$ cat config.mk
export PLATFORM = sky130hd
export DESIGN_NAME = fb_memset_top
export DESIGN_NICKNAME = d
export VERILOG_FILES = /design/src/hdl/raster_pkg.sv /design/src/hdl/fb_mem_if.sv /design/src/hdl/fb_cmd_sequencer.sv /design/src/hdl/fb_clear_unit.sv /design/src/hdl/fb_write_arbiter.sv /design/src/hdl/fb_memset_top.sv
export VERILOG_INCLUDE_DIRS = /design/src /design/src/hdl
export SDC_FILE = /design/constraint.sdc
export NUM_CORES = 1
export LEC_CHECK = 0
export ABC_AREA = 0
export BUFFER_PORTS_ARGS = -buffer_cell sky130_fd_sc_hd__buf_2
export CORE_MARGIN = 2
export CORE_UTILIZATION = 32
export CTS_BUF_LIST = sky130_fd_sc_hd__clkbuf_4
export CTS_CLUSTER_SIZE = 25
export DETAILED_ROUTE_END_ITERATION = 10
export PLACE_DENSITY = 0.57
export SLEW_MARGIN = 10
export SYNTH_ARGS = -nofsm -noshare
export SYNTH_HDL_FRONTEND = slang
export SYNTH_HIERARCHICAL = 1
export SYNTH_SLANG_ARGS = --single-unit
$ cat constraint.sdc
create_clock -name aclk -period 7.5 [get_ports aclk]
set_clock_uncertainty 0.15 [all_clocks]
set_input_delay 0.375 -clock aclk [delete_from_list [all_inputs] [get_ports aclk]]
set_output_delay 0.375 -clock aclk [all_outputs]
set_load 0.05 [all_outputs]
$ cat src/hdl/fb_settings.svh
// Framebuffer clear settings
`ifndef FB_SETTINGS_SVH
`define FB_SETTINGS_SVH

// Screen coordinate and resolution width
`define FB_SCREEN_POS_WIDTH 11

// Byte address width of the framebuffer memory
`define FB_ADDR_WIDTH 32

// One RGB565 pixel per memory word
`define FB_MEM_DATA_WIDTH 16
`define FB_MEM_STRB_WIDTH 2

// Auxiliary buffer widths
`define FB_STENCIL_WIDTH 4
`define FB_DEPTH_WIDTH 16

`endif

$ cat src/hdl/raster_pkg.sv
// Framebuffer clear types
`include "fb_settings.svh"

package raster_pkg;

    // Screen space
    typedef logic [`FB_SCREEN_POS_WIDTH - 1 : 0] screen_pos_t;

    // Memory side
    typedef logic [`FB_ADDR_WIDTH - 1 : 0]     fb_addr_t;
    typedef logic [`FB_MEM_DATA_WIDTH - 1 : 0] mem_word_t;
    typedef logic [`FB_MEM_STRB_WIDTH - 1 : 0] mem_strb_t;

    // Pixel payloads of the three buffers
    typedef logic [15 : 0]                     rgb565_t;
    typedef logic [`FB_DEPTH_WIDTH - 1 : 0]    depth_t;
    typedef logic [`FB_STENCIL_WIDTH - 1 : 0]  stencil_t;

    // Area to clear, end coordinates are exclusive
    // line_stride is the x resolution in pixels
    typedef struct packed {
        screen_pos_t x_start;
        screen_pos_t x_end;
        screen_pos_t y_start;
        screen_pos_t y_end;
        screen_pos_t line_stride;
    } clear_rect_t;

endpackage

$ cat src/hdl/fb_mem_if.sv
// Framebuffer memory write port
`timescale 1ns/1ps

interface fb_mem_if;
    import raster_pkg::*;

    // Request held stable until wready is seen on a rising edge
    logic      wvalid;
    logic      wready;
    fb_addr_t  waddr;
    mem_word_t wdata;
    mem_strb_t wstrb;

    modport requester
    (
        output wvalid,
        output waddr,
        output wdata,
        output wstrb,
        input  wready
    );

    modport arbiter
    (
        input  wvalid,
        input  waddr,
        input  wdata,
        input  wstrb,
        output wready
    );

endinterface

$ cat src/hdl/fb_cmd_sequencer.sv
// Framebuffer command sequencer
`timescale 1ns/1ps

module fb_cmd_sequencer
(
    input  logic                    aclk,
    input  logic                    arst_n,

    input  logic                    apply,
    input  logic                    cmd_memset_color,
    input  logic                    cmd_memset_depth,
    input  logic                    cmd_memset_stencil,
    input  logic                    cmd_swap,

    input  logic                    enable_scissor,
    input  raster_pkg::screen_pos_t scissor_start_x,
    input  raster_pkg::screen_pos_t scissor_start_y,
    input  raster_pkg::screen_pos_t scissor_end_x,
    input  raster_pkg::screen_pos_t scissor_end_y,
    input  raster_pkg::screen_pos_t x_resolution,
    input  raster_pkg::screen_pos_t y_resolution,

    input  logic                    color_mask,
    input  logic                    depth_mask,
    input  logic                    stencil_mask,
    input  raster_pkg::fb_addr_t    color_addr,

    input  logic                    color_done,
    input  logic                    depth_done,
    input  logic                    stencil_done,
    input  logic                    fb_swapped,

    output logic                    color_start,
    output logic                    depth_start,
    output logic                    stencil_start,
    output logic                    busy,
    output logic                    applied,
    output logic                    swap_fb,
    output raster_pkg::clear_rect_t clear_rect,
    output raster_pkg::fb_addr_t    fb_addr
);
    import raster_pkg::*;

    typedef enum logic [1:0] {
        ST_IDLE,
        ST_CLEAR,
        ST_WAIT_SWAP
    } state_t;

    state_t      state;
    logic [2:0]  start_q;
    logic [2:0]  pending;
    logic [2:0]  pending_left;
    logic [2:0]  launch;
    logic        swap_q;
    clear_rect_t rect_next;

    // Lower of a coordinate and the screen limit
    function automatic screen_pos_t clip(input screen_pos_t pos, input screen_pos_t limit);
        return (pos < limit) ? pos : limit;
    endfunction

    // Bit 0 colour, bit 1 depth, bit 2 stencil
    assign launch = {cmd_memset_stencil & stencil_mask,
                     cmd_memset_depth & depth_mask,
                     cmd_memset_color & color_mask};

    assign pending_left = pending & ~{stencil_done, depth_done, color_done};

    assign color_start   = start_q[0];
    assign depth_start   = start_q[1];
    assign stencil_start = start_q[2];

    always_comb
    begin
        rect_next.line_stride = x_resolution;
        if (enable_scissor)
        begin
            rect_next.x_start = clip(scissor_start_x, x_resolution);
            rect_next.x_end   = clip(scissor_end_x, x_resolution);
            rect_next.y_start = clip(scissor_start_y, y_resolution);
            rect_next.y_end   = clip(scissor_end_y, y_resolution);
        end
        else
        begin
            rect_next.x_start = '0;
            rect_next.x_end   = x_resolution;
            rect_next.y_start = '0;
            rect_next.y_end   = y_resolution;
        end
    end

    always_ff @(posedge aclk or negedge arst_n)
    begin
        if (!arst_n)
        begin
            state   <= ST_IDLE;
            start_q <= '0;
            pending <= '0;
            swap_q  <= 1'b0;
            busy    <= 1'b0;
            applied <= 1'b0;
            swap_fb <= 1'b0;
            fb_addr <= '0;
        end
        else
        begin
            start_q <= '0;
            applied <= 1'b0;
            swap_fb <= 1'b0;
            case (state)
                ST_IDLE:
                begin
                    if (apply)
                    begin
                        start_q <= launch;
                        pending <= launch;
                        swap_q  <= cmd_swap;
                        fb_addr <= color_addr;
                        busy    <= 1'b1;
                        state   <= ST_CLEAR;
                    end
                end
                ST_CLEAR:
                begin
                    pending <= pending_left;
                    if (pending_left == 3'b000)
                    begin
                        if (swap_q)
                        begin
                            swap_fb <= 1'b1;
                            state   <= ST_WAIT_SWAP;
                        end
                        else
                        begin
                            applied <= 1'b1;
                            busy    <= 1'b0;
                            state   <= ST_IDLE;
                        end
                    end
                end
                ST_WAIT_SWAP:
                begin
                    // Display confirms the swap with a level
                    if (fb_swapped)
                    begin
                        applied <= 1'b1;
                        busy    <= 1'b0;
                        state   <= ST_IDLE;
                    end
                end
                default:
                begin
                    state <= ST_IDLE;
                end
            endcase
        end
    end

    // Rectangle stays stable while the units walk it
    always_ff @(posedge aclk)
    begin
        if ((state == ST_IDLE) && apply)
        begin
            clear_rect <= rect_next;
        end
    end

endmodule

$ cat src/hdl/fb_clear_unit.sv
// Buffer clear unit
`timescale 1ns/1ps

module fb_clear_unit #(
    parameter type pixel_t = raster_pkg::rgb565_t
)
(
    input  logic                    aclk,
    input  logic                    arst_n,
    input  logic                    start,
    input  raster_pkg::clear_rect_t clear_rect,
    input  raster_pkg::fb_addr_t    base_addr,
    input  pixel_t                  clear_value,
    fb_mem_if.requester             mem,
    output logic                    done
);
    import raster_pkg::*;

    // Pixel index y * stride + x needs two coordinate widths
    localparam int IDX_WIDTH = 2 * $bits(screen_pos_t);
    localparam int PIXEL_BYTES = ($bits(pixel_t) + 7) / 8;
    localparam mem_strb_t PIXEL_STRB = mem_strb_t'((1 << PIXEL_BYTES) - 1);

    logic                     wvalid_q;
    fb_addr_t                 base_q;
    pixel_t                   value_q;
    screen_pos_t              x_q;
    screen_pos_t              y_q;
    screen_pos_t              x_next;
    screen_pos_t              y_next;
    logic [IDX_WIDTH - 1 : 0] row_idx_q;
    logic [IDX_WIDTH - 1 : 0] pixel_idx;
    logic                     rect_empty;
    logic                     accept;
    logic                     last_x;
    logic                     last_pixel;

    assign rect_empty = (clear_rect.x_start >= clear_rect.x_end)
                     || (clear_rect.y_start >= clear_rect.y_end);
    assign accept     = wvalid_q && mem.wready;
    assign x_next     = x_q + 1'b1;
    assign y_next     = y_q + 1'b1;
    assign last_x     = (x_next == clear_rect.x_end);
    assign last_pixel = last_x && (y_next == clear_rect.y_end);
    assign pixel_idx  = row_idx_q + IDX_WIDTH'(x_q);

    // Byte address of a 16 bit word
    assign mem.wvalid = wvalid_q;
    assign mem.waddr  = base_q + fb_addr_t'({pixel_idx, 1'b0});
    assign mem.wdata  = mem_word_t'(value_q);
    assign mem.wstrb  = PIXEL_STRB;

    always_ff @(posedge aclk or negedge arst_n)
    begin
        if (!arst_n)
        begin
            wvalid_q <= 1'b0;
            done     <= 1'b0;
        end
        else
        begin
            done <= 1'b0;
            if (start)
            begin
                // Nothing to write, finish right away
                wvalid_q <= !rect_empty;
                done     <= rect_empty;
            end
            else if (accept && last_pixel)
            begin
                wvalid_q <= 1'b0;
                done     <= 1'b1;
            end
        end
    end

    // Walk x first, then y
    always_ff @(posedge aclk)
    begin
        if (start)
        begin
            base_q    <= base_addr;
            value_q   <= clear_value;
            x_q       <= clear_rect.x_start;
            y_q       <= clear_rect.y_start;
            row_idx_q <= IDX_WIDTH'(clear_rect.y_start) * IDX_WIDTH'(clear_rect.line_stride);
        end
        else if (accept)
        begin
            if (last_x)
            begin
                x_q       <= clear_rect.x_start;
                y_q       <= y_next;
                row_idx_q <= row_idx_q + IDX_WIDTH'(clear_rect.line_stride);
            end
            else
            begin
                x_q <= x_next;
            end
        end
    end

endmodule

$ cat src/hdl/fb_write_arbiter.sv
// Round-robin memory write arbiter
`timescale 1ns/1ps

module fb_write_arbiter
(
    input  logic                  aclk,
    input  logic                  arst_n,
    fb_mem_if.arbiter             color_port,
    fb_mem_if.arbiter             depth_port,
    fb_mem_if.arbiter             stencil_port,
    output logic                  mem_wvalid,
    output raster_pkg::fb_addr_t  mem_waddr,
    output raster_pkg::mem_word_t mem_wdata,
    output raster_pkg::mem_strb_t mem_wstrb,
    input  logic                  mem_wready
);
    import raster_pkg::*;

    logic [2:0] req;
    logic [1:0] rr_ptr;
    logic [1:0] cand1;
    logic [1:0] cand2;
    logic [1:0] grant;
    logic [1:0] grant_q;
    logic       lock_q;
    fb_addr_t   addr_arr [3];
    mem_word_t  data_arr [3];
    mem_strb_t  strb_arr [3];

    // Index 0 colour, 1 depth, 2 stencil
    assign req = {stencil_port.wvalid, depth_port.wvalid, color_port.wvalid};

    assign addr_arr[0] = color_port.waddr;
    assign addr_arr[1] = depth_port.waddr;
    assign addr_arr[2] = stencil_port.waddr;
    assign data_arr[0] = color_port.wdata;
    assign data_arr[1] = depth_port.wdata;
    assign data_arr[2] = stencil_port.wdata;
    assign strb_arr[0] = color_port.wstrb;
    assign strb_arr[1] = depth_port.wstrb;
    assign strb_arr[2] = stencil_port.wstrb;

    // Search order starting at the pointer
    assign cand1 = (rr_ptr == 2'd2) ? 2'd0 : rr_ptr + 2'd1;
    assign cand2 = (rr_ptr == 2'd0) ? 2'd2 : rr_ptr - 2'd1;

    always_comb
    begin
        if (lock_q)
            grant = grant_q;
        else if (req[rr_ptr])
            grant = rr_ptr;
        else if (req[cand1])
            grant = cand1;
        else
            grant = cand2;
    end

    assign mem_wvalid = req[grant];
    assign mem_waddr  = addr_arr[grant];
    assign mem_wdata  = data_arr[grant];
    assign mem_wstrb  = strb_arr[grant];

    assign color_port.wready   = mem_wready && (grant == 2'd0);
    assign depth_port.wready   = mem_wready && (grant == 2'd1);
    assign stencil_port.wready = mem_wready && (grant == 2'd2);

    always_ff @(posedge aclk or negedge arst_n)
    begin
        if (!arst_n)
        begin
            rr_ptr  <= 2'd0;
            grant_q <= 2'd0;
            lock_q  <= 1'b0;
        end
        else
        begin
            // Stalled transfer keeps its grant
            lock_q  <= mem_wvalid && !mem_wready;
            grant_q <= grant;
            if (mem_wvalid && mem_wready)
            begin
                rr_ptr <= (grant == 2'd2) ? 2'd0 : grant + 2'd1;
            end
        end
    end

endmodule

$ cat src/hdl/fb_memset_top.sv
// Framebuffer memset top level
`timescale 1ns/1ps

module fb_memset_top
(
    input  logic                    aclk,
    input  logic                    arst_n,
    input  logic                    apply,
    input  logic                    cmd_memset_color,
    input  logic                    cmd_memset_depth,
    input  logic                    cmd_memset_stencil,
    input  logic                    cmd_swap,
    input  logic                    enable_scissor,
    input  raster_pkg::screen_pos_t scissor_start_x,
    input  raster_pkg::screen_pos_t scissor_start_y,
    input  raster_pkg::screen_pos_t scissor_end_x,
    input  raster_pkg::screen_pos_t scissor_end_y,
    input  raster_pkg::screen_pos_t x_resolution,
    input  raster_pkg::screen_pos_t y_resolution,
    input  raster_pkg::fb_addr_t    color_addr,
    input  raster_pkg::fb_addr_t    depth_addr,
    input  raster_pkg::fb_addr_t    stencil_addr,
    input  raster_pkg::rgb565_t     clear_color,
    input  raster_pkg::depth_t      clear_depth,
    input  raster_pkg::stencil_t    clear_stencil,
    input  logic                    color_mask,
    input  logic                    depth_mask,
    input  logic                    stencil_mask,
    input  logic                    fb_swapped,
    input  logic                    mem_wready,
    output logic                    busy,
    output logic                    applied,
    output logic                    swap_fb,
    output raster_pkg::fb_addr_t    fb_addr,
    output logic                    mem_wvalid,
    output raster_pkg::fb_addr_t    mem_waddr,
    output raster_pkg::mem_word_t   mem_wdata,
    output raster_pkg::mem_strb_t   mem_wstrb
);
    import raster_pkg::*;

    clear_rect_t clear_rect;
    logic        color_start;
    logic        depth_start;
    logic        stencil_start;
    logic        color_done;
    logic        depth_done;
    logic        stencil_done;

    fb_mem_if color_mem ();
    fb_mem_if depth_mem ();
    fb_mem_if stencil_mem ();

    fb_cmd_sequencer sequencer (
        .aclk               (aclk),
        .arst_n             (arst_n),
        .apply              (apply),
        .cmd_memset_color   (cmd_memset_color),
        .cmd_memset_depth   (cmd_memset_depth),
        .cmd_memset_stencil (cmd_memset_stencil),
        .cmd_swap           (cmd_swap),
        .enable_scissor     (enable_scissor),
        .scissor_start_x    (scissor_start_x),
        .scissor_start_y    (scissor_start_y),
        .scissor_end_x      (scissor_end_x),
        .scissor_end_y      (scissor_end_y),
        .x_resolution       (x_resolution),
        .y_resolution       (y_resolution),
        .color_mask         (color_mask),
        .depth_mask         (depth_mask),
        .stencil_mask       (stencil_mask),
        .color_addr         (color_addr),
        .color_done         (color_done),
        .depth_done         (depth_done),
        .stencil_done       (stencil_done),
        .fb_swapped         (fb_swapped),
        .color_start        (color_start),
        .depth_start        (depth_start),
        .stencil_start      (stencil_start),
        .busy               (busy),
        .applied            (applied),
        .swap_fb            (swap_fb),
        .clear_rect         (clear_rect),
        .fb_addr            (fb_addr)
    );

    // Colour base comes from the latched display address
    fb_clear_unit #(.pixel_t(rgb565_t)) color_clear (
        .aclk        (aclk),
        .arst_n      (arst_n),
        .start       (color_start),
        .clear_rect  (clear_rect),
        .base_addr   (fb_addr),
        .clear_value (clear_color),
        .mem         (color_mem.requester),
        .done        (color_done)
    );

    fb_clear_unit #(.pixel_t(depth_t)) depth_clear (
        .aclk        (aclk),
        .arst_n      (arst_n),
        .start       (depth_start),
        .clear_rect  (clear_rect),
        .base_addr   (depth_addr),
        .clear_value (clear_depth),
        .mem         (depth_mem.requester),
        .done        (depth_done)
    );

    fb_clear_unit #(.pixel_t(stencil_t)) stencil_clear (
        .aclk        (aclk),
        .arst_n      (arst_n),
        .start       (stencil_start),
        .clear_rect  (clear_rect),
        .base_addr   (stencil_addr),
        .clear_value (clear_stencil),
        .mem         (stencil_mem.requester),
        .done        (stencil_done)
    );

    fb_write_arbiter arbiter (
        .aclk         (aclk),
        .arst_n       (arst_n),
        .color_port   (color_mem.arbiter),
        .depth_port   (depth_mem.arbiter),
        .stencil_port (stencil_mem.arbiter),
        .mem_wvalid   (mem_wvalid),
        .mem_waddr    (mem_waddr),
        .mem_wdata    (mem_wdata),
        .mem_wstrb    (mem_wstrb),
        .mem_wready   (mem_wready)
    );

endmodule

==> flow_summary.yaml <==
logic_synthesis:
  synth.top_cells.by_count: "inv_1, nand2_1, ha_1"
  netlist_area_mm2: 0.03979
  synthFlopType: "edfxtp_1"
  async_reset_ff_share_pct: 14.71
  synth_cells: 4141
  ys_seq_elements: 374
  synth.top_cell.area_share_pct: 24.07
  synth_most_common_cell: "inv_1"
  synth.distinct_cells: 109
  syn-mean-instance-area_um2: 9.609
  synth_area_leaders: "edfxtp_1, ha_1, fa_1"
  seq_area_frac_synth_pct: 27.53
  synth_edf_count: 319
  synth_warnings: 6
  yosysTopAreaCell: "edfxtp_1"
drt:
  vias: 33192
  drtAntennaViolNets: 0
  vias_per_cell: 5.018
  dr.pass1.iters: 8
  drc_errors: 0
  routedWlPerCell_um: 19.74
  finalWirelength_um: 130600
  drt_iter0_drc: 2378
floorplanning:
  ios: 297
  fp.dieW_um: 356.6
  rows: 129
  die_y_um: 356.6
  core_area_mm2: 0.1235
  initial_utilization_pct: 32.23
  die_area_mm2: 0.1272
timing:
  slew_headroom_pct: 19.81
  period_share_pct: 92.44
  tns_ns: 0
  rsz0062_at_grt: "false"
  drv_slew: 0
  fmax_mhz: 144.2
  tightest_slew_ns: 1.203
  finalSetupViolations: 0
  finalCriticalPeriod_ns: 6.933
  hold_viol: 0
cts:
  clk_pin_slew_ns: 0.06
  clk_latency_ns: 0.98
  cts_tree: "done"
  clock_sinks: 374
  cts_root_buffer: "clkbuf_4"
  h-tree-depth: 3
  cts.path.max_buffers: 3
  cts_inserted_buffers: 112
worst_setup_path:
  ff2ff_setup_slack_ns: 0.91
  worstSetupStartpoint: "stencil_clear/x_q[0]$_DFFE_PP_"
  r2r-start: "sequencer/clear_rect[6]$_DFFE_PP_"
  path_common_cell: "nor2_1"
  critPathMaxStageDelay_ns: 0.56
  critPathTopFamily: "compound AO/OA/AOI/OAI gates"
  crit_arrival_ns: 6.41
  critPathKind: "reg -> out"
  crit_required_ns: 6.97
  crit_path_end_kind: "primary output"
  start_kind: "register"
  path_buf_inv: 1
  cpMaxStageDelayCell: "edfxtp_1"
  cp_cell_sequence: "ha_1, fa_1, a21oi_1, o211ai_1, o41ai_2, o2111ai_1, nand2_1, nor2_1, xor2_1, ha_1, nand3_1, nor2_1, nand4_1, nand4_1, a41oi_2, nor2_1, xor2_1, nand2_1, o21ai_0, buf_2"
  cp_max_fo: 5
hold_path:
  hold_path_class: "in -> reg"
  hp-start: "x_resolution[5]"
place:
  gp_congestion: 0.8832
  dp_hpwl_um: 99240
  portBuffers: 296
cells_and_area:
  drive_gt1_share_pct: 13.93
  area_delta_synth_final_pct: 22.52
  nets: 5772
flow_run:
  drv_cap: 0
grt:
  grt_usage_pct: 20.25
  grt_max_degree: 74
  grt_pass1_vias: 33668
  antenna_found_initial: 4
  grt_pass1_wl_um: 198500
  overflow: 0
outcome:
  status: "completed"
-- metal layers --
metal,routed length [µm],vias up,part of all wire (%),global-route usage [%]
li1,-,15759,-,-
met1,59590,16191,46,27.33
met2,58930,1060,45,32.92
met3,7759,180,5.9,3.136
met4,4274,2,3.3,6.979
met5,13,-,0.010,0
-- layout make-up --
type	count	area [µm²]
Inverter	470	1764
Clock buffer	152	1141
Timing Repair Buffer	772	6096
Sequential cell	374	10970
Multi-Input combinational cell	3150	26360
Tap cell	1637	2048
Fill cell	12208	74720
Clock inverter	56	371.6
Antenna cell	4	10.01
-- repair_timing --
action | CTS | global route
hold buffers | 416 | 0
gates resized for setup | 0 | 7
buffers inserted | 0 | 2
endpoints found under the setup margin | 0 | 11
hold endpoints to repair | 256 | 0
-- layout by cell type (no fill, tap or decap), types with 17 or more instances in the layout --
master	instances
mux2_2	67
dfrtp_1	52
ha_1	432
xor2_1	124
edfxtp_1	319
inv_1	468
nand4_1	32
dlygate4sd3_1	416
nor2_1	177
fa_1	249
a21oi_1	184
a31oi_1	33
nand2_1	435
o211ai_1	22
o21a_1	38
buf_2	296
nand3_1	71
o21ai_0	176
clkinv_1	31
o21ai_1	22
conb_1	18
and3_1	42
clkbuf_4	152
o21bai_1	17
nor3_1	52
buf_4	60
and2_1	216
nor2b_1	34
nand2b_1	35
a21o_1	57
xnor2_1	223
mux2_4	22
a211oi_1	23
mux2i_1	88
-- worst paths after layout --
kind | end | depth (start not counted)
worst max-delay path | mem_waddr[31] | 20
worst min-delay path | sequencer/clear_rect[5]$_DFFE_PP_ | 2
worst max register to register | color_clear/row_idx_q[21]$_DFFE_PP_ | 17
worst min register to register | color_clear/base_q[17]$_DFFE_PP_ | 0
max in group asynchronous | sequencer/start_q[0]$_DFF_PN0_ | 4
min in group asynchronous | sequencer/fb_addr[31]$_DFFE_PN0P_ | 4
-- cells by family (layout without fill, tap and decap cells) --
kind of cell,count (synthesis),after routing,share of synthesized area (%)
multiplexers,183,183,5.110
XOR/XNOR,353,353,7.977
flip-flops,374,374,27.53
buffers and inverters,631,1450,6.521
AND/OR/NAND/NOR,1197,1197,15.01
other,4,22,0.03772
AO/OA/AOI/OAI,718,718,11.70
adder cells (fa/ha/maj),681,681,26.11
-- sequential cells by signal (all words and copies together) (netlist names), 22 cells and up --
register	cells
color_clear/base_q	32
color_clear/row_idx_q	22
depth_clear/base_q	32
depth_clear/row_idx_q	22
sequencer/clear_rect	55
sequencer/fb_addr	32
stencil_clear/base_q	32
stencil_clear/row_idx_q	22
-- per-stage QoR --
stage	utilization [%]	setup slack [ns]	instance area, µm²	hold slack (ns)	cells
6_report	39.49	0.5672	48750	0.1163	6615
5_1_grt	39.49	0.07400	48750	0.01765	6615
4_1_cts	39.45	0.08320	48710	0.004183	6609
3_5_place_dp	34.85	0.9784	43030	0.3083	5985
3_3_place_gp	34.85	1.114	43030	0.3025	5985
2_1_floorplan	-	1.658	39840	-0.07059	4155
Power is not shown: default switching activity piles up to over one toggle a cycle in this logic, so the estimate is an artifact.
